[src/lcd_pkg.sv]
package lcd_pkg;

	// Bus transaction kinds
	typedef enum logic [1:0] {
		OP_REG,  // Index byte, then two data bytes
		OP_CMD,  // Index byte only
		OP_DATA  // Two data bytes
	} lcd_op_e;

	localparam logic [7:0] CMD_CURSOR_X = 8'h4E;
	localparam logic [7:0] CMD_CURSOR_Y = 8'h4F;
	localparam logic [7:0] CMD_RAM_WRITE = 8'h22;

	// Timing in clock cycles
	localparam logic [7:0] STROBE_CYCLES = 8'd2; // wr low, and wr high, per byte
	localparam logic [7:0] RESET_CYCLES = 8'd20;
	localparam logic [7:0] POWER_CYCLES = 8'd40;
	localparam logic [7:0] INIT_GAP_CYCLES = 8'd10;

	localparam logic [5:0] INIT_COUNT = 6'd41;

	// Register index in 23:16, value in 15:0
	localparam logic [23:0] INIT_TABLE [INIT_COUNT] = '{
		24'h00_0001, // Oscillator on
		24'h03_A8A4, // Power control 1
		24'h0C_0000,
		24'h0D_080C,
		24'h0E_2B00,
		24'h1E_00B7, // Power control 5
		24'h01_2B3F, // Driver output, REV BGR TB
		24'h02_0600,
		24'h10_0000, // Leave sleep
		24'h11_6058, // Entry mode
		24'h05_0000,
		24'h06_0000,
		24'h16_EF1C,
		24'h17_0003,
		24'h07_0233, // Display control
		24'h0B_0000,
		24'h0F_0000,
		24'h41_0000,
		24'h42_0000,
		24'h48_0000, // Screen start
		24'h49_013F, // Screen end
		24'h4A_0000,
		24'h4B_0000,
		24'h44_EF00, // Horizontal RAM window
		24'h45_0000,
		24'h46_013F, // Vertical RAM window
		// Gamma
		24'h30_0707,
		24'h31_0204,
		24'h32_0204,
		24'h33_0502,
		24'h34_0507,
		24'h35_0204,
		24'h36_0204,
		24'h37_0502,
		24'h3A_0302,
		24'h3B_0302,
		24'h23_0000,
		24'h24_0000,
		24'h25_8000,
		24'h4F_0000,
		24'h4E_0000
	};

endpackage

[src/lcd_sequencer.sv]
module lcd_sequencer (
	input  logic             clk,
	input  logic             unc_reset,
	input  logic             req_ready,
	input  logic             pix_valid,
	input  logic [15:0]      pix_color,
	input  logic             pix_last,
	output logic             req_valid,
	output lcd_pkg::lcd_op_e req_op,
	output logic [7:0]       req_index,
	output logic [15:0]      req_value,
	output logic             pix_ready,
	output logic             tft_reset
);

	typedef enum logic [3:0] {
		S_RST_HI,
		S_RST_LO,
		S_POWER,
		S_INIT,
		S_INIT_GAP,
		S_CUR_X,
		S_CUR_Y,
		S_RAM_CMD,
		S_PIXELS
	} seq_state_e;

	seq_state_e state;
	logic [7:0] wait_cnt;
	logic [7:0] wait_limit;
	logic wait_hit;
	logic [5:0] init_idx;
	logic accepted;

	always_comb begin
		case (state)
			S_RST_HI, S_RST_LO: wait_limit = lcd_pkg::RESET_CYCLES;
			S_POWER: wait_limit = lcd_pkg::POWER_CYCLES;
			S_INIT_GAP: wait_limit = lcd_pkg::INIT_GAP_CYCLES;
			default: wait_limit = 8'd0;
		endcase
	end

	// Waits only count while the writer sits idle
	assign wait_hit = (wait_limit != 8'd0) && req_ready && (wait_cnt == wait_limit - 8'd1);
	assign accepted = req_valid && req_ready;
	assign tft_reset = (state != S_RST_LO);

	always_comb begin
		req_valid = 1'b0;
		req_op = lcd_pkg::OP_REG;
		req_index = 8'h00;
		req_value = 16'h0000;
		pix_ready = 1'b0;
		case (state)
			S_INIT: begin
				req_valid = 1'b1;
				req_index = lcd_pkg::INIT_TABLE[init_idx][23:16];
				req_value = lcd_pkg::INIT_TABLE[init_idx][15:0];
			end
			S_CUR_X: begin
				req_valid = 1'b1;
				req_index = lcd_pkg::CMD_CURSOR_X;
			end
			S_CUR_Y: begin
				req_valid = 1'b1;
				req_index = lcd_pkg::CMD_CURSOR_Y;
			end
			S_RAM_CMD: begin
				req_valid = 1'b1;
				req_op = lcd_pkg::OP_CMD;
				req_index = lcd_pkg::CMD_RAM_WRITE;
			end
			S_PIXELS: begin
				req_valid = pix_valid;
				req_op = lcd_pkg::OP_DATA;
				req_value = pix_color;
				pix_ready = req_ready;
			end
			default: ;
		endcase
	end

	always_ff @(posedge clk) begin
		if (unc_reset) begin
			state <= S_RST_HI;
			wait_cnt <= '0;
			init_idx <= '0;
		end else begin
			if (wait_limit == 8'd0 || wait_hit || !req_ready) wait_cnt <= '0;
			else wait_cnt <= wait_cnt + 8'd1;

			case (state)
				S_RST_HI: if (wait_hit) state <= S_RST_LO;
				S_RST_LO: if (wait_hit) state <= S_POWER;
				S_POWER: if (wait_hit) state <= S_INIT;
				S_INIT: begin
					if (accepted) begin
						init_idx <= init_idx + 6'd1;
						state <= S_INIT_GAP;
					end
				end
				S_INIT_GAP: begin
					if (wait_hit) state <= (init_idx == lcd_pkg::INIT_COUNT) ? S_CUR_X : S_INIT;
				end
				S_CUR_X: if (accepted) state <= S_CUR_Y;
				S_CUR_Y: if (accepted) state <= S_RAM_CMD;
				S_RAM_CMD: if (accepted) state <= S_PIXELS;
				S_PIXELS: if (accepted && pix_last) state <= S_CUR_X; // Next frame
				default: state <= S_RST_HI;
			endcase
		end
	end

endmodule

[config.mk]
export PLATFORM = sky130hd
export DESIGN_NAME = lcd_sequencer
export DESIGN_NICKNAME = d
export VERILOG_FILES = /design/src/lcd_pkg.sv /design/src/lcd_sequencer.sv
export SDC_FILE = /design/constraint.sdc
export NUM_CORES = 1
export LEC_CHECK = 0
export ABC_AREA = 1
export CAP_MARGIN = 20
export CORE_MARGIN = 2
export CORE_UTILIZATION = 25
export DETAILED_ROUTE_END_ITERATION = 10
export DONT_BUFFER_PORTS = 1
export PLACE_DENSITY = 0.4
export RECOVER_POWER = 100
export SYNTH_ARGS = -nofsm -noshare
export SYNTH_HDL_FRONTEND = slang
export SYNTH_SLANG_ARGS = --single-unit
[constraint.sdc]
create_clock -name clk -period 3.7 [get_ports clk]
set_clock_uncertainty 0.05 [all_clocks]
set_input_delay 0.37 -clock clk [delete_from_list [all_inputs] [get_ports clk]]
set_output_delay 0.37 -clock clk [all_outputs]
set_load 0.005 [all_outputs]
==> metrics, run 1 <==
RSZ-0062 raised after global routing=no; Final Cycle Share=0.776; status=finished clean; syn nets=398; drt total wl=7140 um; Inserted Diodes=0; synthesized cell area=2150 um2; Leak Pwr=1.03 nW; Syn. warnings=0; CTS buffer count=3; worst path buffer plus inverter count=2; CP peak stage delay=0.62 ns; max-slew violations=0; Post-Synthesis Cells=362; largest area contributor in the netlist=dfxtp_1; Root Buffer=clkbuf_8; switching power=0.409 mW; top post-synthesis cells by area=dfxtp_1 (17%), nand2_1 (13%), ha_1 (8.7%); Post-synth EDFFs=0; Setup crit end kind=output pin; Tmin final=2.87 ns; die footprint=9360 um2; global-route wire length before repair=12000 um; Critical Path RT=3.28 ns; Layout area overhead=5.64%; Seq/Total Area, Yosys=0.168; All-Layer GR Usage=0.153; Crit path max-delay family=buffers and inverters; flops & latches, synth=18; TritonCTS clock tree=yes; number of top-level pins=50; Setup CP Type=reg2out; part of the power in registers=0.282; Die Ht=96.8 um; internal power=0.454 mW; Area after DPL=2260 um2; clock slew at reported path FFs=0.08 ns; sw frac=0.474; Final ANT Viol Nets=0; top cells by instance count after synthesis=nand2_1 (77), inv_1 (46), nor2_1 (45); first-pass iteration count of the detailed router=4; Syn Area/Cell=5.94 um2; share of layout cells above drive strength 1=0.0531; Worst slew margin=0.539; initial antenna violation count=0; Async SR Flop Fraction=0; Die W=96.8 um; grt ovf=0; Residual DRC=0; multi-input logic area=1510 um2; Final nets=395; 1st-iter DRT viols=122; dpl ws=1.19 ns; Comb pwr share=0.523; pwr dens=380 nW/um2; Synth top area share=0.168; Post-CTS Hold Fix Bufs=0; Core Region=8260 um2; clk buf depth=2; Crit path top cell by count=o21ai_0; CP Cell Sequence=clkinv_1 > clkbuf_1 > nor2_1 > o21ai_0 > o21ai_0 > nand2_1 > a31oi_1 > o22ai_1; CP arrival=2.45 ns; Max H-tree Level=1; Resize count post-CTS=0; later-pin clock latency in the skew report=0.26 ns; Post-CTS Setup Inserts=0; Startpoint Class=flip-flop; Rows=33; Primary FF master, synth=dfxtp_1; crit-path max FO=11; Power, Total=0.863 mW; fillers=965; Layout Utilization=0.275; DP Wirelength=5690 um; pin count of the biggest net entering global routing=19; Max-Cap Viols=0; PortBufs=0; setup ws final=0.827 ns; HP Class=in2reg; endpoints failing setup=0; power share of the clock group=0.195; drt via density=5.10; FF+latch area=360 um2; Final Hold Vio Count=0; final instance area=2270 um2; Peak VDD IR=0.129 mV; clock sink total=18; GPL Wtd Cong=0.884; top-count cell post-synth=nand2_1; CP max-delay cell=dfxtp_1; Routed WL per cell=15.4 um; vias in the first global route=2268; via count=2363; Worst-Margin Slew=0.690 ns; final setup TNS=0 ns; Max Clk Rate=0.348 GHz; Starting Density=0.260; Netlist cell types=42
==> path summary, 6_finish.rpt <==
kind	endpoint	slack, ns	from	cells after the start
max	req_index[1]	0.83	init_idx[3]$_SDFFE_PP0P_	8
min	state[2]$_SDFFE_PP0P_	0.11	unc_reset	1
max reg2reg	init_idx[3]$_SDFFE_PP0P_	0.86	state[0]$_SDFFE_PP0P_	10
min reg2reg	wait_cnt[0]$_SDFF_PP0_	0.45	wait_cnt[0]$_SDFF_PP0_	1
==> cells in the final DEF (no fill, tap or decap), drive strengths merged, types with 2 or more instances in the layout <==
cell type and count:
a32o 4, o22ai 3, clkinv 2, nor2 52
a31oi 3, a21oi 18, o21ai 29, clkbuf 5
nor3 8, o211ai 4, o31ai 4, nand2 86
nor4 2, buf 2, inv 49, nand3 30
ha 15, dfxtp 18, nand3b 3, nand4 6
xor2 3
==> logic make-up (layout without fill, tap and decap cells) <==
family / Yosys count / count (layout) / synth area share
xor gates and xnor gates: 3 / 3 / 0.0122
adders and majority gates: 15 / 15 / 0.0873
AOI/OAI and AO/OA: 74 / 74 / 0.215
buffers and inverters: 63 / 59 / 0.114
DFF: 18 / 18 / 0.168
other: 1 / 1 / 0.00174
and+or+nand+nor: 188 / 188 / 0.403
==> cell type report <==
| class | count | area share |
|---|---|---|
| Timing Repair Buffer | 3 | 0.00826 |
| Multi-Input combinational cell | 281 | 0.665 |
| Tap cell | 105 | 0.0578 |
| Sequential cell | 18 | 0.159 |
| Clock buffer | 4 | 0.0242 |
| Inverter | 52 | 0.0865 |
==> per-stage QoR <==
step	cells	hold WS, ns
floorplan	362	0.387
global placement	459	0.390
detailed placement	459	0.389
CTS	463	0.104
global route	463	0.103
finish	463	0.111
==> state kept, by name, summed over array words and instances, names as in the netlist <==
register  flops
init_idx      6
state         4
wait_cnt      8
==> power by group through the flow <==
stage               clock [mW]  combinational (mW)  sequential (mW)
floorplan                    0               0.404            0.239
global placement             0               0.474            0.255
detailed placement           0               0.471            0.255
CTS                      0.181               0.474            0.250
global route             0.186               0.529            0.246
finish                   0.168               0.451            0.243
==> layer usage <==
metal / vias up / GRT usage / wire length (um) / share of wire
met5: - / 0 / 0 / 0
met1: 1072 / 0.215 / 3460 / 0.48
met4: 0 / 0.0412 / 156 / 0.022
met2: 83 / 0.240 / 3130 / 0.44
met3: 12 / 0.0296 / 395 / 0.055
li1: 1196 / - / - / -
No activity file was read; power rests on OpenSTA's default activity.
==> run 2, diff against run 1 <==
==> constraint.sdc (replaced) <==
create_clock -name clk -period 2.9 [get_ports clk]
set_clock_uncertainty 0.05 [all_clocks]
set_input_delay 0.29 -clock clk [delete_from_list [all_inputs] [get_ports clk]]
set_output_delay 0.29 -clock clk [all_outputs]
set_load 0.005 [all_outputs]
==> metrics, run 2 (synthesis results as in run 1) <==
PortBufs=0 (unchanged); Comb pwr share=0.526 (+0.003); endpoints failing setup=0 (unchanged); Starting Density=0.260 (unchanged); Layout area overhead=8.78%; Leak Pwr=1.06 nW (+3.3%); part of the power in registers=0.284 (+0.002); top sig layer=met4; clock sink total=18 (unchanged); number of top-level pins=50 (unchanged); GPL Wtd Cong=0.904 (+2.3%); drt via density=5.02 (-1.6%); share of layout cells above drive strength 1=0.0882 (+0.0351); Metal-1 WL=3340 um (-3.6%); vias in the first global route=2274 (+0.26%); Area after DPL=2290 um2 (+1.7%); Met3 Wirelength=454 um (+15%); Routed WL per cell=15.1 um (-2.2%); switching power=0.532 mW (+30%); Resize count post-CTS=0 (unchanged); met2 wire length=3140 um (+0.16%); Setup CP Type=reg2out; Peak VDD IR=0.155 mV (+20%); CTS buffer count=3 (unchanged); Max H-tree Level=1 (unchanged); Placed Cells incl. Taps=464 (+1.1%); via count=2350 (-0.55%); max-slew violations=0 (unchanged); TritonCTS clock tree=yes; die footprint=9360 um2 (unchanged); crit-path max FO=10 (-1); clock slew at reported path FFs=0.08 ns (about the same); global-route wire length before repair=11800 um (-1.6%); Final nets=400 (+1.3%); 1st-iter DRT viols=130 (+6.6%); most frequent cells in the layout=nand2_1 (78), inv_1 (47), nor2_1 (46); Tmin final=2.65 ns; grt ovf=0 (unchanged); All-Layer GR Usage=0.152 (-0.00165); CP arrival=2.31 ns (-0.14 ns); Power, Total=1.13 mW (+30%); commonest non-fill, non-tap cell in the layout=nand2_1; setup ws final=0.252 ns (-0.575 ns); internal power=0.594 mW (+31%); drt total wl=7060 um (-1.2%); RSZ-0062 raised after global routing=no; clk buf depth=2 (unchanged); Post-CTS Hold Fix Bufs=0 (unchanged); initial antenna violation count=0 (unchanged); top flop regs=wait_cnt x8, init_idx x6, state x4; final instance area=2340 um2 (+3.0%); Max Clk Rate=0.378 GHz; status=finished clean; Inserted Diodes=0 (unchanged); later-pin clock latency in the skew report=0.26 ns (about the same); Post-CTS Setup Inserts=0 (unchanged); Layout Utilization=0.283 (+0.00818); max reg flops=8 (unchanged); dpl ws=0.499 ns (-0.692 ns); Worst slew margin=0.450 (-0.0890); pwr dens=481 nW/um2 (+27%); Worst-Margin Slew=0.825 ns (+0.136 ns); Final Cycle Share=0.913; final cell count without fillers=468 (+1.1%); Die W=96.8 um (unchanged); power share of the clock group=0.190 (-0.005); Hold Slack=0.0343 ns (-0.0766 ns); HP Class=in2reg; final setup TNS=0 ns (unchanged); Final Hold Vio Count=0 (unchanged); Die Ht=96.8 um (unchanged); Max-Cap Viols=0 (unchanged); Startpoint Class=flip-flop; Root Buffer=clkbuf_8; pin count of the biggest net entering global routing=19 (unchanged); Setup crit end kind=output pin; largest register by flop count=wait_cnt; DP Wirelength=5710 um (+0.29%); Critical Path RT=2.56 ns (-0.72 ns); Final ANT Viol Nets=0 (unchanged); Core Region=8260 um2 (unchanged); Residual DRC=0 (unchanged); Rows=33 (unchanged); sw frac=0.473 (-0.00123); first-pass iteration count of the detailed router=4 (unchanged)
## run 2: cell types whose count changed in the layout (fill, tap and decap cells not counted), sizes merged
cell	change
clkinvlp	-1
buf	+5
clkinv	+1
## run 2: power groups by stage
| stage | sequential, mW | clock, mW | combinational [mW] |
|---|---|---|---|
| after floorplan | 0.305 | 0 | 0.515 |
| after global placement | 0.327 | 0 | 0.613 |
| after detailed placement | 0.325 | 0 | 0.604 |
| after CTS | 0.319 | 0.225 | 0.606 |
| after global routing | 0.324 | 0.231 | 0.680 |
| final | 0.319 | 0.214 | 0.592 |
## run 2: area by class of cell
| class | instances | area, um2 |
|---|---|---|
| Clock buffer | 4 | 55.1 |
| Fill cell | 954 | 5920 |
| Inverter | 52 | 196 |
| Multi-Input combinational cell | 281 | 1540 |
| Sequential cell | 18 | 360 |
| Tap cell | 105 | 131 |
| Timing Repair Buffer | 8 | 56.3 |
## run 2: final timing paths
check	start	slack [ns]	cells after the start	to
hold / removal	unc_reset	0.03	1	state[2]$_SDFFE_PP0P_
setup reg to reg	state[2]$_SDFFE_PP0P_	0.38	16	state[1]$_SDFFE_PP0P_
setup / recovery	state[0]$_SDFFE_PP0P_	0.25	8	req_value[13]
hold reg to reg	wait_cnt[0]$_SDFF_PP0_	0.45	1	wait_cnt[0]$_SDFF_PP0_
## run 2: critical path, cell delays in order (launching register included)
cell     delay [ns]
dfxtp_1        0.50
nand2_2        0.16
nor3_4         0.39
inv_2          0.15
nor2_1         0.26
inv_1          0.13
nor2_1         0.23
nand2_1        0.11
nand3_1        0.11
## run 2: per-layer routing
metal | global-route usage | up-vias
li1 | - | 1211
met1 | 0.211 | 1046
met2 | 0.241 | 82
met3 | 0.0260 | 11
met4 | 0.0423 | 0
met5 | 0 | -
==> run 3, diff against run 2 <==
--- a/config.mk
+++ b/config.mk
@@ -13,6 +13,7 @@
 export DONT_BUFFER_PORTS = 1
 export PLACE_DENSITY = 0.4
 export RECOVER_POWER = 100
+export REMOVE_ABC_BUFFERS = 1
 export SYNTH_ARGS = -nofsm -noshare
 export SYNTH_HDL_FRONTEND = slang
 export SYNTH_SLANG_ARGS = --single-unit
==> metrics, run 3 (synthesis results as in run 1) <==
status=finished clean; endpoints failing setup=0 (unchanged); max-slew violations=0 (unchanged); Final nets=402 (+0.50%); number of top-level pins=50 (unchanged); TritonCTS clock tree=yes; CP arrival=2.59 ns (+0.28 ns); Tmin final=2.49 ns (-0.161 ns); Die Ht=96.8 um (unchanged); RSZ-0062 raised after global routing=no; HP Class=in2reg; Worst-Margin Slew=0.872 ns (+0.0464 ns); die footprint=9360 um2 (unchanged); Final ANT Viol Nets=0 (unchanged); setup ws final=0.412 ns (+0.161 ns); clock sink total=18 (unchanged); GR Util met1=0.185 (-0.0261); Max Clk Rate=0.402 GHz (+6.5%); most frequent cells in the layout=nand2_1 (78), inv_1 (46), nor2_1 (45); 1st-iter DRT viols=110 (-15%); Leak Pwr=1.06 nW (about the same); Max-Cap Viols=0 (unchanged); pwr dens=466 nW/um2 (-3.2%); Root Buffer=clkbuf_8; Routed WL per cell=15.4 um (+2.0%); final instance area=2340 um2 (-0.16%); Post-CTS Setup Inserts=0 (unchanged); final setup TNS=0 ns (unchanged); drt total wl=7210 um (+2.2%); PortBufs=0 (unchanged); Core Region=8260 um2 (unchanged); top flop regs=wait_cnt x8, init_idx x6, state x4; Inserted Diodes=0 (unchanged); busiest grt layer=met2; CP peak stage delay=0.67 ns (+0.17 ns); Peak VDD IR=0.172 mV (+11%); CTS buffer count=3 (unchanged); grt ovf=0 (unchanged); max reg flops=8 (unchanged); CP max-delay cell=clkbuf_1; Starting Density=0.260 (unchanged); share of layout cells above drive strength 1=0.0962 (+0.00800); Final Cycle Share=0.858 (-0.0554); Crit path top cell by count=nand2_1; Startpoint Class=flip-flop; initial antenna violation count=0 (unchanged); CP Cell Sequence=nor2_4 > inv_2 > nor3_4 > clkbuf_1 > inv_1 > nand3_1 > o22ai_2 > nand2_1 > nand2_1 > nand2_1 > nor2_2; DP Wirelength=5800 um (+1.7%); Layout area overhead=8.61%; Setup CP Type=reg2reg; pin count of the biggest net entering global routing=19 (unchanged); Global Route met3 Usage=0.0289 (+0.00289); drt via density=5.00 (-0.51%); Residual DRC=0 (unchanged); clk buf depth=2 (unchanged); first-pass iteration count of the detailed router=4 (unchanged); clock slew at reported path FFs=0.07 ns (about the same); Post-CTS Hold Fix Bufs=0 (unchanged); Rows=33 (unchanged); Die W=96.8 um (unchanged); crit-path max FO=18 (+8); vias in the first global route=2263 (-0.48%); GPL Wtd Cong=0.867 (-4.1%); largest register by flop count=wait_cnt; later-pin clock latency in the skew report=0.25 ns (about the same); commonest non-fill, non-tap cell in the layout=nand2_1; Worst slew margin=0.419 (-0.0309); All-Layer GR Usage=0.151 (-0.000813); Final Hold Vio Count=0 (unchanged); global-route wire length before repair=11600 um (-1.2%); Critical Path RT=3.00 ns (+0.44 ns); global routing usage on met2=0.259 (+0.0176); Max H-tree Level=1 (unchanged); Area after DPL=2310 um2 (+0.65%); via count=2343 (-0.30%); dpl ws=0.548 ns (+0.0491 ns); Setup crit end kind=flip-flop; Resize count post-CTS=0 (unchanged)
[run 3: layout make-up]
class / instances / area (um2)
Fill cell: 968 / 5920
Multi-Input combinational cell: 281 / 1540
Sequential cell: 18 / 360
Inverter: 52 / 196
Tap cell: 105 / 131
Timing Repair Buffer: 10 / 71.3
Clock buffer: 3 / 41.3
[run 3: per-stage QoR]
step / std cells / hold WS, ns / power [mW] / util
2_1_floorplan: 351 / 0.307 / 0.810 / -
3_3_place_gp: 466 / 0.310 / 0.936 / 0.280
3_5_place_dp: 466 / 0.311 / 0.937 / 0.280
4_1_cts: 469 / 0.0325 / 1.12 / 0.285
5_1_grt: 469 / 0.0306 / 1.21 / 0.283
6_report: 469 / 0.0439 / 1.09 / 0.283
[run 3: final timing paths]
kind	from	endpoint	slack (ns)	depth (start not counted)
setup reg to reg	state[0]$_SDFFE_PP0P_	state[1]$_SDFFE_PP0P_	0.41	11
hold / removal	unc_reset	state[2]$_SDFFE_PP0P_	0.04	1
hold reg to reg	wait_cnt[0]$_SDFF_PP0_	wait_cnt[0]$_SDFF_PP0_	0.43	1
setup / recovery	state[0]$_SDFFE_PP0P_	state[1]$_SDFFE_PP0P_	0.41	11
[run 3: power breakdown]
group | internal, mW | switching (mW) | total (mW)
clock | 0.0923 | 0.0834 | 0.176
sequential | 0.271 | 0.0463 | 0.318
combinational | 0.198 | 0.397 | 0.595
[run 3: critical path: cells and delay by family (launching register included)]
kind	cells	cell delay, ns
DFF	1	0.39
and+or+nand+nor	7	0.83
buffers and inverters	3	0.96
AOI/OAI and AO/OA	1	0.15
[run 3: per-layer routing]
metal / vias to the layer above / wire length [um]
met5: - / 0
met4: 0 / 201
met3: 17 / 456
met2: 82 / 3340
met1: 1031 / 3220
li1: 1213 / -
