<file path="src/lcd_pkg.sv">
package lcd_pkg;

	// Bus transaction kinds
	typedef enum logic [1:0] {
		OP_REG,  // Index byte, then two data bytes
		OP_CMD,  // Index byte only
		OP_DATA  // Two data bytes
	} lcd_op_e;

	localparam logic [7:0] CMD_CURSOR_X = 8'h4E;
	localparam logic [7:0] CMD_CURSOR_Y = 8'h4F;
	localparam logic [7:0] CMD_RAM_WRITE = 8'h22;

	// Timing in clock cycles
	localparam logic [7:0] STROBE_CYCLES = 8'd2; // wr low, and wr high, per byte
	localparam logic [7:0] RESET_CYCLES = 8'd20;
	localparam logic [7:0] POWER_CYCLES = 8'd40;
	localparam logic [7:0] INIT_GAP_CYCLES = 8'd10;

	localparam logic [5:0] INIT_COUNT = 6'd41;

	// Register index in 23:16, value in 15:0
	localparam logic [23:0] INIT_TABLE [INIT_COUNT] = '{
		24'h00_0001, // Oscillator on
		24'h03_A8A4, // Power control 1
		24'h0C_0000,
		24'h0D_080C,
		24'h0E_2B00,
		24'h1E_00B7, // Power control 5
		24'h01_2B3F, // Driver output, REV BGR TB
		24'h02_0600,
		24'h10_0000, // Leave sleep
		24'h11_6058, // Entry mode
		24'h05_0000,
		24'h06_0000,
		24'h16_EF1C,
		24'h17_0003,
		24'h07_0233, // Display control
		24'h0B_0000,
		24'h0F_0000,
		24'h41_0000,
		24'h42_0000,
		24'h48_0000, // Screen start
		24'h49_013F, // Screen end
		24'h4A_0000,
		24'h4B_0000,
		24'h44_EF00, // Horizontal RAM window
		24'h45_0000,
		24'h46_013F, // Vertical RAM window
		// Gamma
		24'h30_0707,
		24'h31_0204,
		24'h32_0204,
		24'h33_0502,
		24'h34_0507,
		24'h35_0204,
		24'h36_0204,
		24'h37_0502,
		24'h3A_0302,
		24'h3B_0302,
		24'h23_0000,
		24'h24_0000,
		24'h25_8000,
		24'h4F_0000,
		24'h4E_0000
	};

endpackage

</file>
<file path="src/lcd_bus_writer.sv">
module lcd_bus_writer (
	input  logic            clk,
	input  logic            unc_reset,
	input  logic            req_valid,
	input  lcd_pkg::lcd_op_e req_op,
	input  logic [7:0]      req_index,
	input  logic [15:0]     req_value,
	output logic            req_ready,
	output logic [7:0]      tft_db,
	output logic            tft_rs,
	output logic            tft_wr,
	output logic            tft_cs
);

	typedef enum logic [1:0] {W_IDLE, W_LOW, W_HIGH, W_END} wr_state_e;

	wr_state_e state;
	logic [7:0] strobe_cnt;
	logic strobe_done;
	logic [1:0] bytes_left; // Bytes still queued after the current one
	logic [15:0] byte_sr;
	logic [1:0] rs_sr;

	logic [7:0] first_byte;
	logic first_rs;
	logic [15:0] rest_bytes;
	logic [1:0] rest_rs;
	logic [1:0] rest_count;

	// Split the request into its byte sequence
	always_comb begin
		case (req_op)
			lcd_pkg::OP_REG: begin
				first_byte = req_index;
				first_rs = 1'b0;
				rest_bytes = req_value;
				rest_rs = 2'b11;
				rest_count = 2'd2;
			end
			lcd_pkg::OP_CMD: begin
				first_byte = req_index;
				first_rs = 1'b0;
				rest_bytes = 16'h0000;
				rest_rs = 2'b00;
				rest_count = 2'd0;
			end
			default: begin
				first_byte = req_value[15:8]; // High byte first
				first_rs = 1'b1;
				rest_bytes = {req_value[7:0], 8'h00};
				rest_rs = 2'b10;
				rest_count = 2'd1;
			end
		endcase
	end

	assign req_ready = (state == W_IDLE);
	assign strobe_done = (strobe_cnt == lcd_pkg::STROBE_CYCLES - 8'd1);

	always_ff @(posedge clk) begin
		if (unc_reset) begin
			state <= W_IDLE;
			tft_cs <= 1'b1;
			tft_wr <= 1'b1;
			tft_rs <= 1'b0;
			strobe_cnt <= '0;
			bytes_left <= '0;
		end else begin
			case (state)
				W_IDLE: begin
					if (req_valid) begin
						tft_cs <= 1'b0;
						tft_wr <= 1'b0;
						tft_rs <= first_rs;
						bytes_left <= rest_count;
						strobe_cnt <= '0;
						state <= W_LOW;
					end
				end
				W_LOW: begin
					if (strobe_done) begin
						tft_wr <= 1'b1; // Panel latches db here
						strobe_cnt <= '0;
						state <= W_HIGH;
					end else begin
						strobe_cnt <= strobe_cnt + 8'd1;
					end
				end
				W_HIGH: begin
					if (strobe_done) begin
						strobe_cnt <= '0;
						if (bytes_left != 2'd0) begin
							tft_wr <= 1'b0;
							tft_rs <= rs_sr[1];
							bytes_left <= bytes_left - 2'd1;
							state <= W_LOW;
						end else begin
							tft_cs <= 1'b1;
							state <= W_END;
						end
					end else begin
						strobe_cnt <= strobe_cnt + 8'd1;
					end
				end
				default: state <= W_IDLE; // cs high for one cycle
			endcase
		end
	end

	always_ff @(posedge clk) begin
		if (state == W_IDLE && req_valid) begin
			tft_db <= first_byte;
			byte_sr <= rest_bytes;
			rs_sr <= rest_rs;
		end else if (state == W_HIGH && strobe_done && bytes_left != 2'd0) begin
			tft_db <= byte_sr[15:8];
			byte_sr <= {byte_sr[7:0], 8'h00};
			rs_sr <= {rs_sr[0], 1'b0};
		end
	end

	a_wr_in_cs: assert property (@(posedge clk) disable iff (unc_reset) !tft_wr |-> !tft_cs)
		else $error("wr strobe outside chip select");

endmodule

</file>
<file path="config.mk">
export PLATFORM = sky130hd
export DESIGN_NAME = lcd_bus_writer
export DESIGN_NICKNAME = d
export VERILOG_FILES = /design/src/lcd_pkg.sv /design/src/lcd_bus_writer.sv
export SDC_FILE = /design/constraint.sdc
export NUM_CORES = 1
export LEC_CHECK = 0
export BUFFER_PORTS_ARGS = -buffer_cell sky130_fd_sc_hd__buf_2
export CAP_MARGIN = 20
export CORE_MARGIN = 2
export CORE_UTILIZATION = 30
export DETAILED_ROUTE_END_ITERATION = 12
export GPL_TIMING_DRIVEN = 0
export PLACE_DENSITY = 0.54
export SYNTH_ARGS = -nofsm -noshare
export SYNTH_HDL_FRONTEND = slang
export SYNTH_SLANG_ARGS = --single-unit
</file>
<file path="constraint.sdc">
create_clock -name clk -period 7.2 [get_ports clk]
set_clock_uncertainty 0.05 [all_clocks]
set_input_delay 0.36 -clock clk [delete_from_list [all_inputs] [get_ports clk]]
set_output_delay 0.36 -clock clk [all_outputs]
set_load 0.005 [all_outputs]
</file>
==> results.md, run 1 <==
- The flow ran to the end, and the final reports show no timing, DRC or antenna violations.
- The starting DRC count in detailed routing is 57.
- The floorplan step defined a die boundary enclosing 7710 um^2.
- The post-synthesis cell type count is 42.
- The layout overhead on the synthesized area is 21.73%.
- The number of synthesized register bits is 41.
- Cells with a size suffix above 1 make up 22.44% of the layout.
- The number of global-route vias before repair was 1,675.
- The remaining design rule violation count is 0.
- After layout, the worst path uses 39.97% of the clock period.
- TritonCTS built the clock tree.
- Once layout is complete, the utilization of the core stands at 37.75%.
- The most common cell after layout, fill and taps aside is sky130_fd_sc_hd__buf_2.
- The total via count in the routed design is 1,700.
- The average detailed-routed wire length per instance is 13.90 um.
- Across the run, the number of max-cap violations was 0.
- The clock latency of the later-clocked register in the worst-skew pair is 0.29 ns.
- Counting flops with a built-in enable in the synthesized netlist gives 26.
- For the finished layout, the period the worst path requires is 2.878 ns.
- For this run, the number of Yosys warnings is 0.
- Setup repair after global routing left no endpoint under its margin.
- The initial standard-cell utilization of the core is 31.01%.
- The count of endpoints failing hold in the final timing report is 0.
- Counting every net in the synthesized netlist gives 242.
- The number of antenna diodes in the final layout is 0.
- The timing-limited maximum frequency is 347.5 MHz.
- The power per cell area is 358.0 nW/um^2.
- Traced cell by cell, the critical path runs through inv_1 -> ha_1 -> nand2_1 -> clkbuf_1 -> clkbuf_1 -> nand2_1 -> buf_16.
- The critical path crosses 7 cells after its start point.
- At the end of routability-driven placement, the weighted congestion stood at 0.7789.
- The area of the placeable core is 6794 um^2.
- The largest net degree at the start of global routing is 27.
- For this run, the register share of the synthesized area comes to 51.31%.
- Global routing consumed, over all layers together, 13.17% of the routing resources.
- After clock tree synthesis, the clock-pin slew on the worst setup and hold paths is 0.09 ns.
- The cell depth of the worst flop-to-flop path is 7.
- The top cell type's share of synthesized area is 37.05%.
- Clock tree synthesis inserted a total of 5 buffers.
- The final number of max-transition violations came to 0.
- The total wire length after detailed routing is 4864 um.
- The floorplan die height is 87.81 um.
- After synthesis, the mean cell area works out to 10.23 um^2.
- On the critical path, the stage with the largest delay is an instance of sky130_fd_sc_hd__clkbuf_1.
- Along the worst path, the maximum fanout reaches 19.
- STA classifies the critical path startpoint as a flop.
- The total clock sinks is 41.
- The maximum count of clock buffers along a single path is 2.
- Row generation in the floorplan step produced 30 rows.
- The count of nets left with antenna violations once routing finished came out at 0.
- The number of buffers and inverters on the critical path is 4.
- The capturing element type of the critical path is a flop.
- 41 I/O pins were placed.
- The total grt overflow is 0.
- For the final routed database, the setup TNS stands at 0 ns.
- The synthesized area is 2107 um^2.
- The half-perimeter wire length after detailed placement is 3439 um.
- The proportion of synthesized flip-flops having asynchronous set or reset is 0%.
- STA puts the critical path data arrival time at 2.88 ns.
- Dividing the detail-routed via count by the number of cells gives 4.857.
- The required time at the endpoint of the critical path is 7.20 ns.
- In the layout the commonest cells are sky130_fd_sc_hd__buf_2, sky130_fd_sc_hd__nor2_1, sky130_fd_sc_hd__edfxtp_1.
- The type of the most critical hold path is in -> reg.
- The analysis attributes to cell leakage a power of 1.000 nW.
- The largest delay contributor family on the critical path is buffers and inverters.
- The worst pin sits at a relative slew slack of 57.88%.
- The number of buffer cells added on primary ports is 39.
- The post-CTS setup buffer count is 0.
- The critical setup path kind is reg -> reg.
- The count of instances resized after the clock tree is built is 0.
- The first-pass GRT wire length is 8004 um.
- The library cell used as clock root buffer is sky130_fd_sc_hd__clkbuf_8.
- The top flip-flop cell by instance count after synthesis is sky130_fd_sc_hd__edfxtp_1.
- The horizontal extent of the die is 87.81 um.
- Synthesis handed over a netlist of 206 instances.
- In the final design database the tool counted 289 nets.
- The initial antenna violation count is 0.
- The delay of the slowest critical-path stage is 0.47 ns.
- VDD sags by at most 0.1278 mV.
- The number of hold buffers added after cts is 0.
- The length of the first detailed-routing pass in iterations is 4.
- By area the synthesized netlist is led by sky130_fd_sc_hd__edfxtp_1, sky130_fd_sc_hd__dfxtp_1, sky130_fd_sc_hd__nor2_1.
- For the pin with the worst max-slew slack, the measured transition is 0.6252 ns.
- Along the worst hold path, the cell count comes to 2.
- The cell type contributing the most total cell area after synthesis is sky130_fd_sc_hd__edfxtp_1.
- The number of failing setup endpoints in the final timing report is 0.
- The CTS H-tree depth is 2.
-- per-stage QoR --
step	power [mW]	cells	instance area, um^2	hold slack (ns)	setup slack, ns
after global routing	0.9870	350	2565	0.3284	4.062
after detailed placement	0.7245	341	2422	0.4494	3.957
after floorplan	0.6158	206	2107	0.4334	4.773
final	0.9183	350	2565	0.3298	4.322
after CTS	0.9165	349	2537	0.3243	3.936
after global placement	0.7196	341	2422	0.4342	3.917
-- report_power, final --
| part | switching, mW | internal (mW) |
|---|---|---|
| clock | 0.0855 | 0.104 |
| sequential | 0.0269 | 0.348 |
| combinational | 0.213 | 0.142 |
-- synth_stat cells (all sizes together) (6+ instances only) --
| cell type | n |
|---|---|
| nor2 | 28 |
| edfxtp | 26 |
| nand2 | 18 |
| dfxtp | 15 |
| o21ai | 14 |
| and3 | 9 |
| a221oi | 8 |
| clkbuf | 8 |
| inv | 8 |
| mux2i | 8 |
| ha | 7 |
| a21oi | 6 |
-- sequential cells by signal, indices dropped and copies added, names as in the netlist --
signal	cells
byte_sr	16
bytes_left	2
rs_sr	2
state	2
strobe_cnt	8
tft_cs	1
tft_db	8
tft_rs	1
tft_wr	1
-- worst reg2reg max path: stages (launching register included) --
cell,delay (ns)
sky130_fd_sc_hd__dfxtp_1,0.41
sky130_fd_sc_hd__inv_1,0.10
sky130_fd_sc_hd__ha_1,0.32
sky130_fd_sc_hd__nand2_1,0.17
sky130_fd_sc_hd__clkbuf_1,0.41
sky130_fd_sc_hd__clkbuf_1,0.47
sky130_fd_sc_hd__nand2_1,0.42
sky130_fd_sc_hd__buf_16,0.29
-- cell type report --
type	instances	area, um^2
inverter	8	30.03
timing repair buffer	40	222.7
clock inverter	3	46.29
sequential	41	1081
clock buffer	5	68.82
tap	96	120.1
multi-input combinational	147	957.2
buffer	10	38.79
fill	696	4229
-- cells by family after synthesis --
| logic type | Yosys count | share of synthesized area, % |
|---|---|---|
| mux | 9 | 4.335 |
| fa+ha+maj | 7 | 4.157 |
| flops | 41 | 51.31 |
| buf+inv | 18 | 3.266 |
| compound gates | 43 | 14.25 |
| simple gates | 83 | 20.60 |
| xor+xnor | 5 | 2.078 |
-- metal layers --
metal	GRT usage (%)	wire length [um]	up-vias
li1	-	-	859
met1	16.99	2275	803
met2	22.25	2353	34
met3	2.922	206	4
met4	3.636	28	0
met5	0	0	-
-- final timing paths --
kind                                start  slack [ns]    endpoint
worst max-delay path             state[0]        4.32  byte_sr[7]
worst min-delay path            req_op[0]        0.33    rs_sr[0]
worst max register to register   state[0]        4.32  byte_sr[7]
worst min register to register     tft_wr        0.45      tft_wr
Power figures use the tool's default switching activity.
==> inputs of run 2 (changes only) <==
- clock period: 7.2 -> 2.8 ns (I/O delays scaled with it)
==> results.md, run 2 (synthesis gave the netlist of run 1 again) <==
- The number of global-route vias before repair was 1,674 (was 1,675).
- The cell depth of the worst min-delay path was 2 (unchanged).
- The leakage component of the power came to 0.9916 nW (was 1.000 nW).
- The area of the placeable core is 6794 um^2 (unchanged).
- The number of buffer cells added on primary ports is 39 (unchanged).
- The CTS tree is yes (unchanged).
- The horizontal extent of the die is 87.81 um (unchanged).
- The starting DRC count in detailed routing is 66 (was 57).
- The register with the most flip-flops is byte_sr (unchanged).
- The top-level I/O count is 41 (unchanged).
- The post-CTS setup buffer count is 0 (unchanged).
- The post-route clock period utilization is 86.59% (was 39.97%).
- The cell count after placement came to 341 (unchanged).
- Unrepaired setup endpoints after global routing: false (unchanged).
- Most used cells in the layout excluding fill and tap cells: sky130_fd_sc_hd__buf_2, sky130_fd_sc_hd__nor2_1, sky130_fd_sc_hd__edfxtp_1 (unchanged).
- The initial standard-cell utilization of the core is 31.01% (unchanged).
- The maximum count of clock buffers along a single path is 2 (unchanged).
- The half-perimeter wire length after detailed placement is 3439 um (unchanged).
- The overall global routing resource usage is 13.15% (was 13.17%).
- The total wire length after detailed routing came to 4865 um (was 4864 um).
- The floorplan die area is 7710 um^2 (unchanged).
- The initial antenna violation count came to 0 (unchanged).
- The clock latency of the later-clocked register in the worst-skew pair is 0.29 ns (about the same).
- The number of hold buffers added after cts is 0 (unchanged).
- The endpoint of the lowest-slack register-to-register path was byte_sr[12] (was byte_sr[7]).
- The layout cell share with drive strength beyond 1 is 22.92% (was 22.44%).
- The via count normalized by instance count is 4.848 (was 4.857).
- The met1 track demand over resource in global routing is 16.93% (was 16.99%).
- Largest regs: byte_sr: 16 flops, strobe_cnt: 8 flops, tft_db: 8 flops (unchanged).
- The critical setup path kind is reg -> reg (unchanged).
- The post-route antenna net violation count came to 0 (unchanged).
- The hold-critical path endpoint is rs_sr[0] (unchanged).
- The largest net degree at the start of global routing is 27 (unchanged).
- The library cell used as clock root buffer is sky130_fd_sc_hd__clkbuf_8 (unchanged).
- The length of the first detailed-routing pass in iterations is 4 (unchanged).
- The most common cell after layout, fill and taps aside was sky130_fd_sc_hd__buf_2 (unchanged).
- The CTS H-tree depth came to 2 (unchanged).
- The clock transition at the registers of the reported paths is 0.09 ns (about the same).
- The type of the most critical hold path is in -> reg (unchanged).
- The total grt overflow is 0 (unchanged).
- The cell depth of the worst flop-to-flop path is 6 (was 7).
- Cell-by-cell trace of the critical path: inv_1 -> ha_1 -> nand2_1 -> clkbuf_1 -> clkbuf_2 -> nand2_4 (was inv_1 -> ha_1 -> nand2_1 -> clkbuf_1 -> clkbuf_1 -> nand2_1 -> buf_16).
- The count of endpoints failing hold in the final timing report came to 0 (unchanged).
- The global placer's final weighted congestion is 0.7789 (unchanged).
- The startpoint of the most critical register-to-register path is state[0] (unchanged).
- The met3 routing resource usage after global routing is 2.922% (unchanged).
- The post-layout minimum cycle time is 2.425 ns (was 2.878 ns).
- The count of max-cap constraint violations came to 0 (unchanged).
- The internal reg-to-reg setup slack is 0.38 ns (was 4.32 ns).
- The maximum VDD drop is 0.3204 mV (was 0.1278 mV).
- The final cell count without fillers is 349 (was 350).
- The number of nets at the end of the flow is 288 (was 289).
- The most used routing layer is met2 (unchanged).
- The total via count in the routed design was 1,692 (was 1,700).
- The capturing element type of the critical path is a flop (unchanged).
- The final number of max-transition violations was 0 (unchanged).
- The antenna diode instance count was 0 (unchanged).
- The timing-limited maximum frequency is 412.5 MHz (was 347.5 MHz).
- The floorplan die height is 87.81 um (unchanged).
- The sort of element at the start of the critical path is a flop (unchanged).
- The max-slew headroom at the worst pin is 57.70% (was 57.88%).
- The number of placement rows is 30 (unchanged).
- The remaining design rule violation count is 0 (unchanged).
- The count of instances resized after the clock tree is built is 2 (was 0).
- The total clock sinks is 41 (unchanged).
- The slowest library cell on the worst path was sky130_fd_sc_hd__dfxtp_1 (was sky130_fd_sc_hd__clkbuf_1).
- The number of clock buffers inserted by TritonCTS is 5 (unchanged).
- The layout overhead on the synthesized area is 20.84% (was 21.73%).
- The final-layout worst hold slack was 0.1104 ns (was 0.3298 ns).
- The average detailed-routed wire length per instance is 13.94 um (was 13.90 um).
- Result of the run: finished clean (unchanged).
- The delay of the slowest critical-path stage is 0.41 ns (was 0.47 ns).
- The maximum fanout encountered on the critical timing path is 26 (was 19).
- The power per cell area is 916.2 nW/um^2 (was 358.0 nW/um^2).
- The slew at the pin closest to its max-slew limit is 0.6279 ns (was 0.6252 ns).
- The first-pass GRT wire length is 7990 um (was 8004 um).
- The data arrival time of the critical path is 2.36 ns (was 2.88 ns).
- The worst min-delay path startpoint was req_op[0] (unchanged).
- The met2 layer usage reported by global route is 22.25% (unchanged).
- The required time at the endpoint of the critical path is 2.73 ns (was 7.20 ns).
- The number of failing setup endpoints in the final timing report is 0 (unchanged).
- The flip-flop count of the largest register after layout came to 16 (unchanged).
## run 2: cell types whose count changed in the layout (fill, tap and decap cells not counted)
cell / previous run / this run
sky130_fd_sc_hd__nand2_1: 18 / 17
sky130_fd_sc_hd__clkbuf_2: 0 / 1
sky130_fd_sc_hd__nand2_4: 0 / 1
sky130_fd_sc_hd__buf_16: 1 / 0
sky130_fd_sc_hd__clkbuf_1: 8 / 7
## run 2: report_power, final
group	internal, mW	switching [mW]
clock network	0.267	0.221
registers	0.895	0.0689
logic	0.339	0.543
total	1.50	0.832
## run 2: per-stage QoR
step / TNS (ns) / util (%) / power, mW / setup WS (ns) / instance area, um^2
final: 0 / 37.48 / 2.333 / 0.3755 / 2546
after global routing: 0 / 37.48 / 2.510 / 0.1500 / 2546
after CTS: 0 / 37.46 / 2.358 / 0.09436 / 2545
after detailed placement: -11.50 / 35.65 / 1.863 / -0.4431 / 2422
after global placement: -12.52 / 35.65 / 1.850 / -0.4827 / 2422
after floorplan: 0 / - / 1.584 / 0.3733 / 2107
## run 2: layout make-up
cell class | count | area [um^2]
Tap cell | 96 | 120.1
Buffer | 10 | 40.04
Timing Repair Buffer | 39 | 195.2
Fill cell | 699 | 4248
Sequential cell | 41 | 1081
Clock inverter | 3 | 46.29
Clock buffer | 5 | 68.82
Inverter | 8 | 30.03
Multi-Input combinational cell | 147 | 964.7
## run 2: per-layer routing
metal	vias up	wire length, um
li1	856	-
met4	0	21
met5	-	0
met1	795	2284
met3	2	214
met2	39	2345
## run 2: critical path, delay by kind of cell (launching register included)
family                     cells  cell delay [ns]
DFF                            1             0.41
and+or+nand+nor                2             0.43
adders and majority gates      1             0.32
buffers and inverters          3             0.88
## run 2: how the worst max path moves through the flow
stage / from / end / slack [ns]
6_report: state[0] / byte_sr[12] / 0.38
4_1_cts: state[0] / byte_sr[4] / 0.09
5_1_grt: state[0] / byte_sr[4] / 0.15
2_1_floorplan: state[0] / byte_sr[0] / 0.37
3_5_place_dp: state[0] / tft_db[5] / -0.44
3_3_place_gp: state[0] / tft_db[5] / -0.48
==> inputs of run 3 (changes only) <==
- GPL_TIMING_DRIVEN: 0 -> not set
==> results.md, run 3 (synthesis gave the netlist of run 1 again) <==
- The max-slew headroom at the worst pin is 56.99% (was 57.70%).
- The total clock sinks was 41 (unchanged).
- The layout cell share with drive strength beyond 1 is 23.89% (was 22.92%).
- The most common cell after layout, fill and taps aside is sky130_fd_sc_hd__buf_2 (unchanged).
- The setup total negative slack was 0 ns (unchanged).
- The total via count in the routed design is 1,674 (was 1,692).
- The top-level I/O count is 41 (unchanged).
- The leakage component of the power was 0.9920 nW (was 0.9916 nW).
- The sort of element at the start of the critical path is a flop (unchanged).
- The data arrival time of the critical path is 1.96 ns (was 2.36 ns).
- The register with the most flip-flops is byte_sr (unchanged).
- The overall power consumption is 2.312 mW (was 2.333 mW).
- The half-perimeter wire length after detailed placement was 3140 um (was 3439 um).
- The count of max-cap constraint violations is 0 (unchanged).
- The capturing element type of the critical path is a flop (unchanged).
- The power per cell area is 915.2 nW/um^2 (was 916.2 nW/um^2).
- The global placer's final weighted congestion is 0.7841 (was 0.7789).
- The post-CTS setup buffer count is 0 (unchanged).
- Unrepaired setup endpoints after global routing: false (unchanged).
- The final number of max-transition violations is 0 (unchanged).
- The number of nets at the end of the flow is 282 (was 288).
- The total wire length after detailed routing came to 4518 um (was 4865 um).
- The first-pass GRT wire length was 7452 um (was 7990 um).
- The floorplan die height is 87.81 um (unchanged).
- The total grt overflow came to 0 (unchanged).
- The floorplan die area is 7710 um^2 (unchanged).
- The timing-limited maximum frequency is 490.7 MHz (was 412.5 MHz).
- The number of hold buffers added after cts is 0 (unchanged).
- Largest regs: byte_sr: 16 flops, strobe_cnt: 8 flops, tft_db: 8 flops (unchanged).
- The flip-flop count of the largest register after layout is 16 (unchanged).
- The number of placement rows is 30 (unchanged).
- The count of instances resized after the clock tree is built is 0 (was 2).
- The antenna diode instance count is 0 (unchanged).
- The library cell used as clock root buffer is sky130_fd_sc_hd__clkbuf_8 (unchanged).
- The via count normalized by instance count is 4.880 (was 4.848).
- Result of the run: finished clean (unchanged).
- The maximum fanout encountered on the critical timing path is 27 (was 26).
- The overall global routing resource usage is 12.31% (was 13.15%).
- The met2 wire length was 2020 um (was 2345 um).
- The sum of routed wire segments on met1 is 2160 um (was 2284 um).
- The required time at the endpoint of the critical path is 2.72 ns (was 2.73 ns).
- The remaining design rule violation count is 0 (unchanged).
- The number of failing setup endpoints in the final timing report is 0 (unchanged).
- The filler cell count in the final layout is 685 (was 699).
- The post-layout minimum cycle time is 2.038 ns (was 2.425 ns).
- The starting DRC count in detailed routing is 80 (was 66).
- The initial standard-cell utilization of the core came to 31.01% (unchanged).
- The CTS H-tree depth is 2 (unchanged).
- The final non-filler cell area came to 2526 um^2 (was 2546 um^2).
- The CTS tree was yes (unchanged).
- The length of the first detailed-routing pass in iterations was 4 (unchanged).
- The top routing layer in use is met4 (unchanged).
- The maximum VDD drop is 0.2569 mV (was 0.3204 mV).
- The number of clock buffers inserted by TritonCTS is 5 (unchanged).
- The final cell count without fillers is 343 (was 349).
- The number of global-route vias before repair was 1,597 (was 1,674).
- The type of the most critical hold path was in -> reg (unchanged).
- The layout overhead on the synthesized area came to 19.89% (was 20.84%).
- The area of the placeable core was 6794 um^2 (unchanged).
- The initial antenna violation count is 0 (unchanged).
- The cell count after placement is 335 (was 341).
- The wire length on met3 is 286 um (was 214 um).
- The post-route clock period utilization is 72.79% (was 86.59%).
- The post-route antenna net violation count came to 0 (unchanged).
- The slew at the pin closest to its max-slew limit is 0.6384 ns (was 0.6279 ns).
- The critical setup path kind is reg -> reg (unchanged).
- The maximum count of clock buffers along a single path is 2 (unchanged).
- The largest net degree at the start of global routing is 28 (was 27).
- The average detailed-routed wire length per instance is 13.17 um (was 13.94 um).
- The count of endpoints failing hold in the final timing report is 0 (unchanged).
- The horizontal extent of the die is 87.81 um (unchanged).
- Most used cells in the layout excluding fill and tap cells: sky130_fd_sc_hd__buf_2, sky130_fd_sc_hd__nor2_1, sky130_fd_sc_hd__edfxtp_1 (unchanged).
- The clock transition at the registers of the reported paths is 0.09 ns (about the same).
- The post-place instance area was 2411 um^2 (was 2422 um^2).
- The clock latency of the later-clocked register in the worst-skew pair came to 0.29 ns (about the same).
- The number of buffer cells added on primary ports is 40 (was 39).
-- run 3: cell types whose count changed in the layout (fill, tap and decap cells not counted), sizes merged --
cell and delta:
clkbuf -8, buf +2
-- run 3: routing by layer --
layer  up-vias  GRT usage [%]
met2        49          20.52
met4         0          4.196
met3         8          3.016
met1       774          15.61
li1        843              -
met5         -              0
-- run 3: worst paths after layout --
kind / from / endpoint / slack, ns / depth (start not counted)
worst max-delay path: state[0] / byte_sr[0] / 0.76 / 6
worst min-delay path: req_op[0] / rs_sr[0] / 0.10 / 2
worst max register to register: state[0] / byte_sr[0] / 0.76 / 6
worst min register to register: tft_wr / tft_wr / 0.46 / 2
-- run 3: layout make-up --
| cell class | count | area [um^2] | share of cell area (%) |
|---|---|---|---|
| timing repair buffer | 43 | 222.7 | 8.816 |
| clock inverter | 3 | 46.29 | 1.833 |
| tap | 96 | 120.1 | 4.755 |
| sequential | 41 | 1081 | 42.79 |
| clock buffer | 5 | 68.82 | 2.724 |
| multi-input combinational | 147 | 957.2 | 37.89 |
| inverter | 8 | 30.03 | 1.189 |
-- run 3: where the power goes --
part	internal [mW]	switching (mW)
Clock	0.267	0.225
Combinational	0.339	0.515
Sequential	0.894	0.0717
Total	1.50	0.811
-- run 3: worst max-delay path, stage by stage, from the launching register on --
cell and delay (ns):
sky130_fd_sc_hd__dfxtp_1 0.36, sky130_fd_sc_hd__inv_1 0.12, sky130_fd_sc_hd__ha_1 0.32, sky130_fd_sc_hd__nand2_1 0.19
sky130_fd_sc_hd__buf_4 0.26, sky130_fd_sc_hd__nand2_1 0.08, sky130_fd_sc_hd__buf_4 0.32
-- run 3: metrics by stage --
| stage | worst slack, ns | utilization (%) | hold WS, ns |
|---|---|---|---|
| 2_1_floorplan | 0.3733 | - | 0.2887 |
| 3_3_place_gp | 0.8270 | 35.49 | 0.4137 |
| 3_5_place_dp | 0.7834 | 35.49 | 0.4156 |
| 4_1_cts | 0.7652 | 37.18 | 0.1030 |
| 5_1_grt | 0.5274 | 37.18 | 0.1159 |
| 6_report | 0.7619 | 37.18 | 0.1033 |
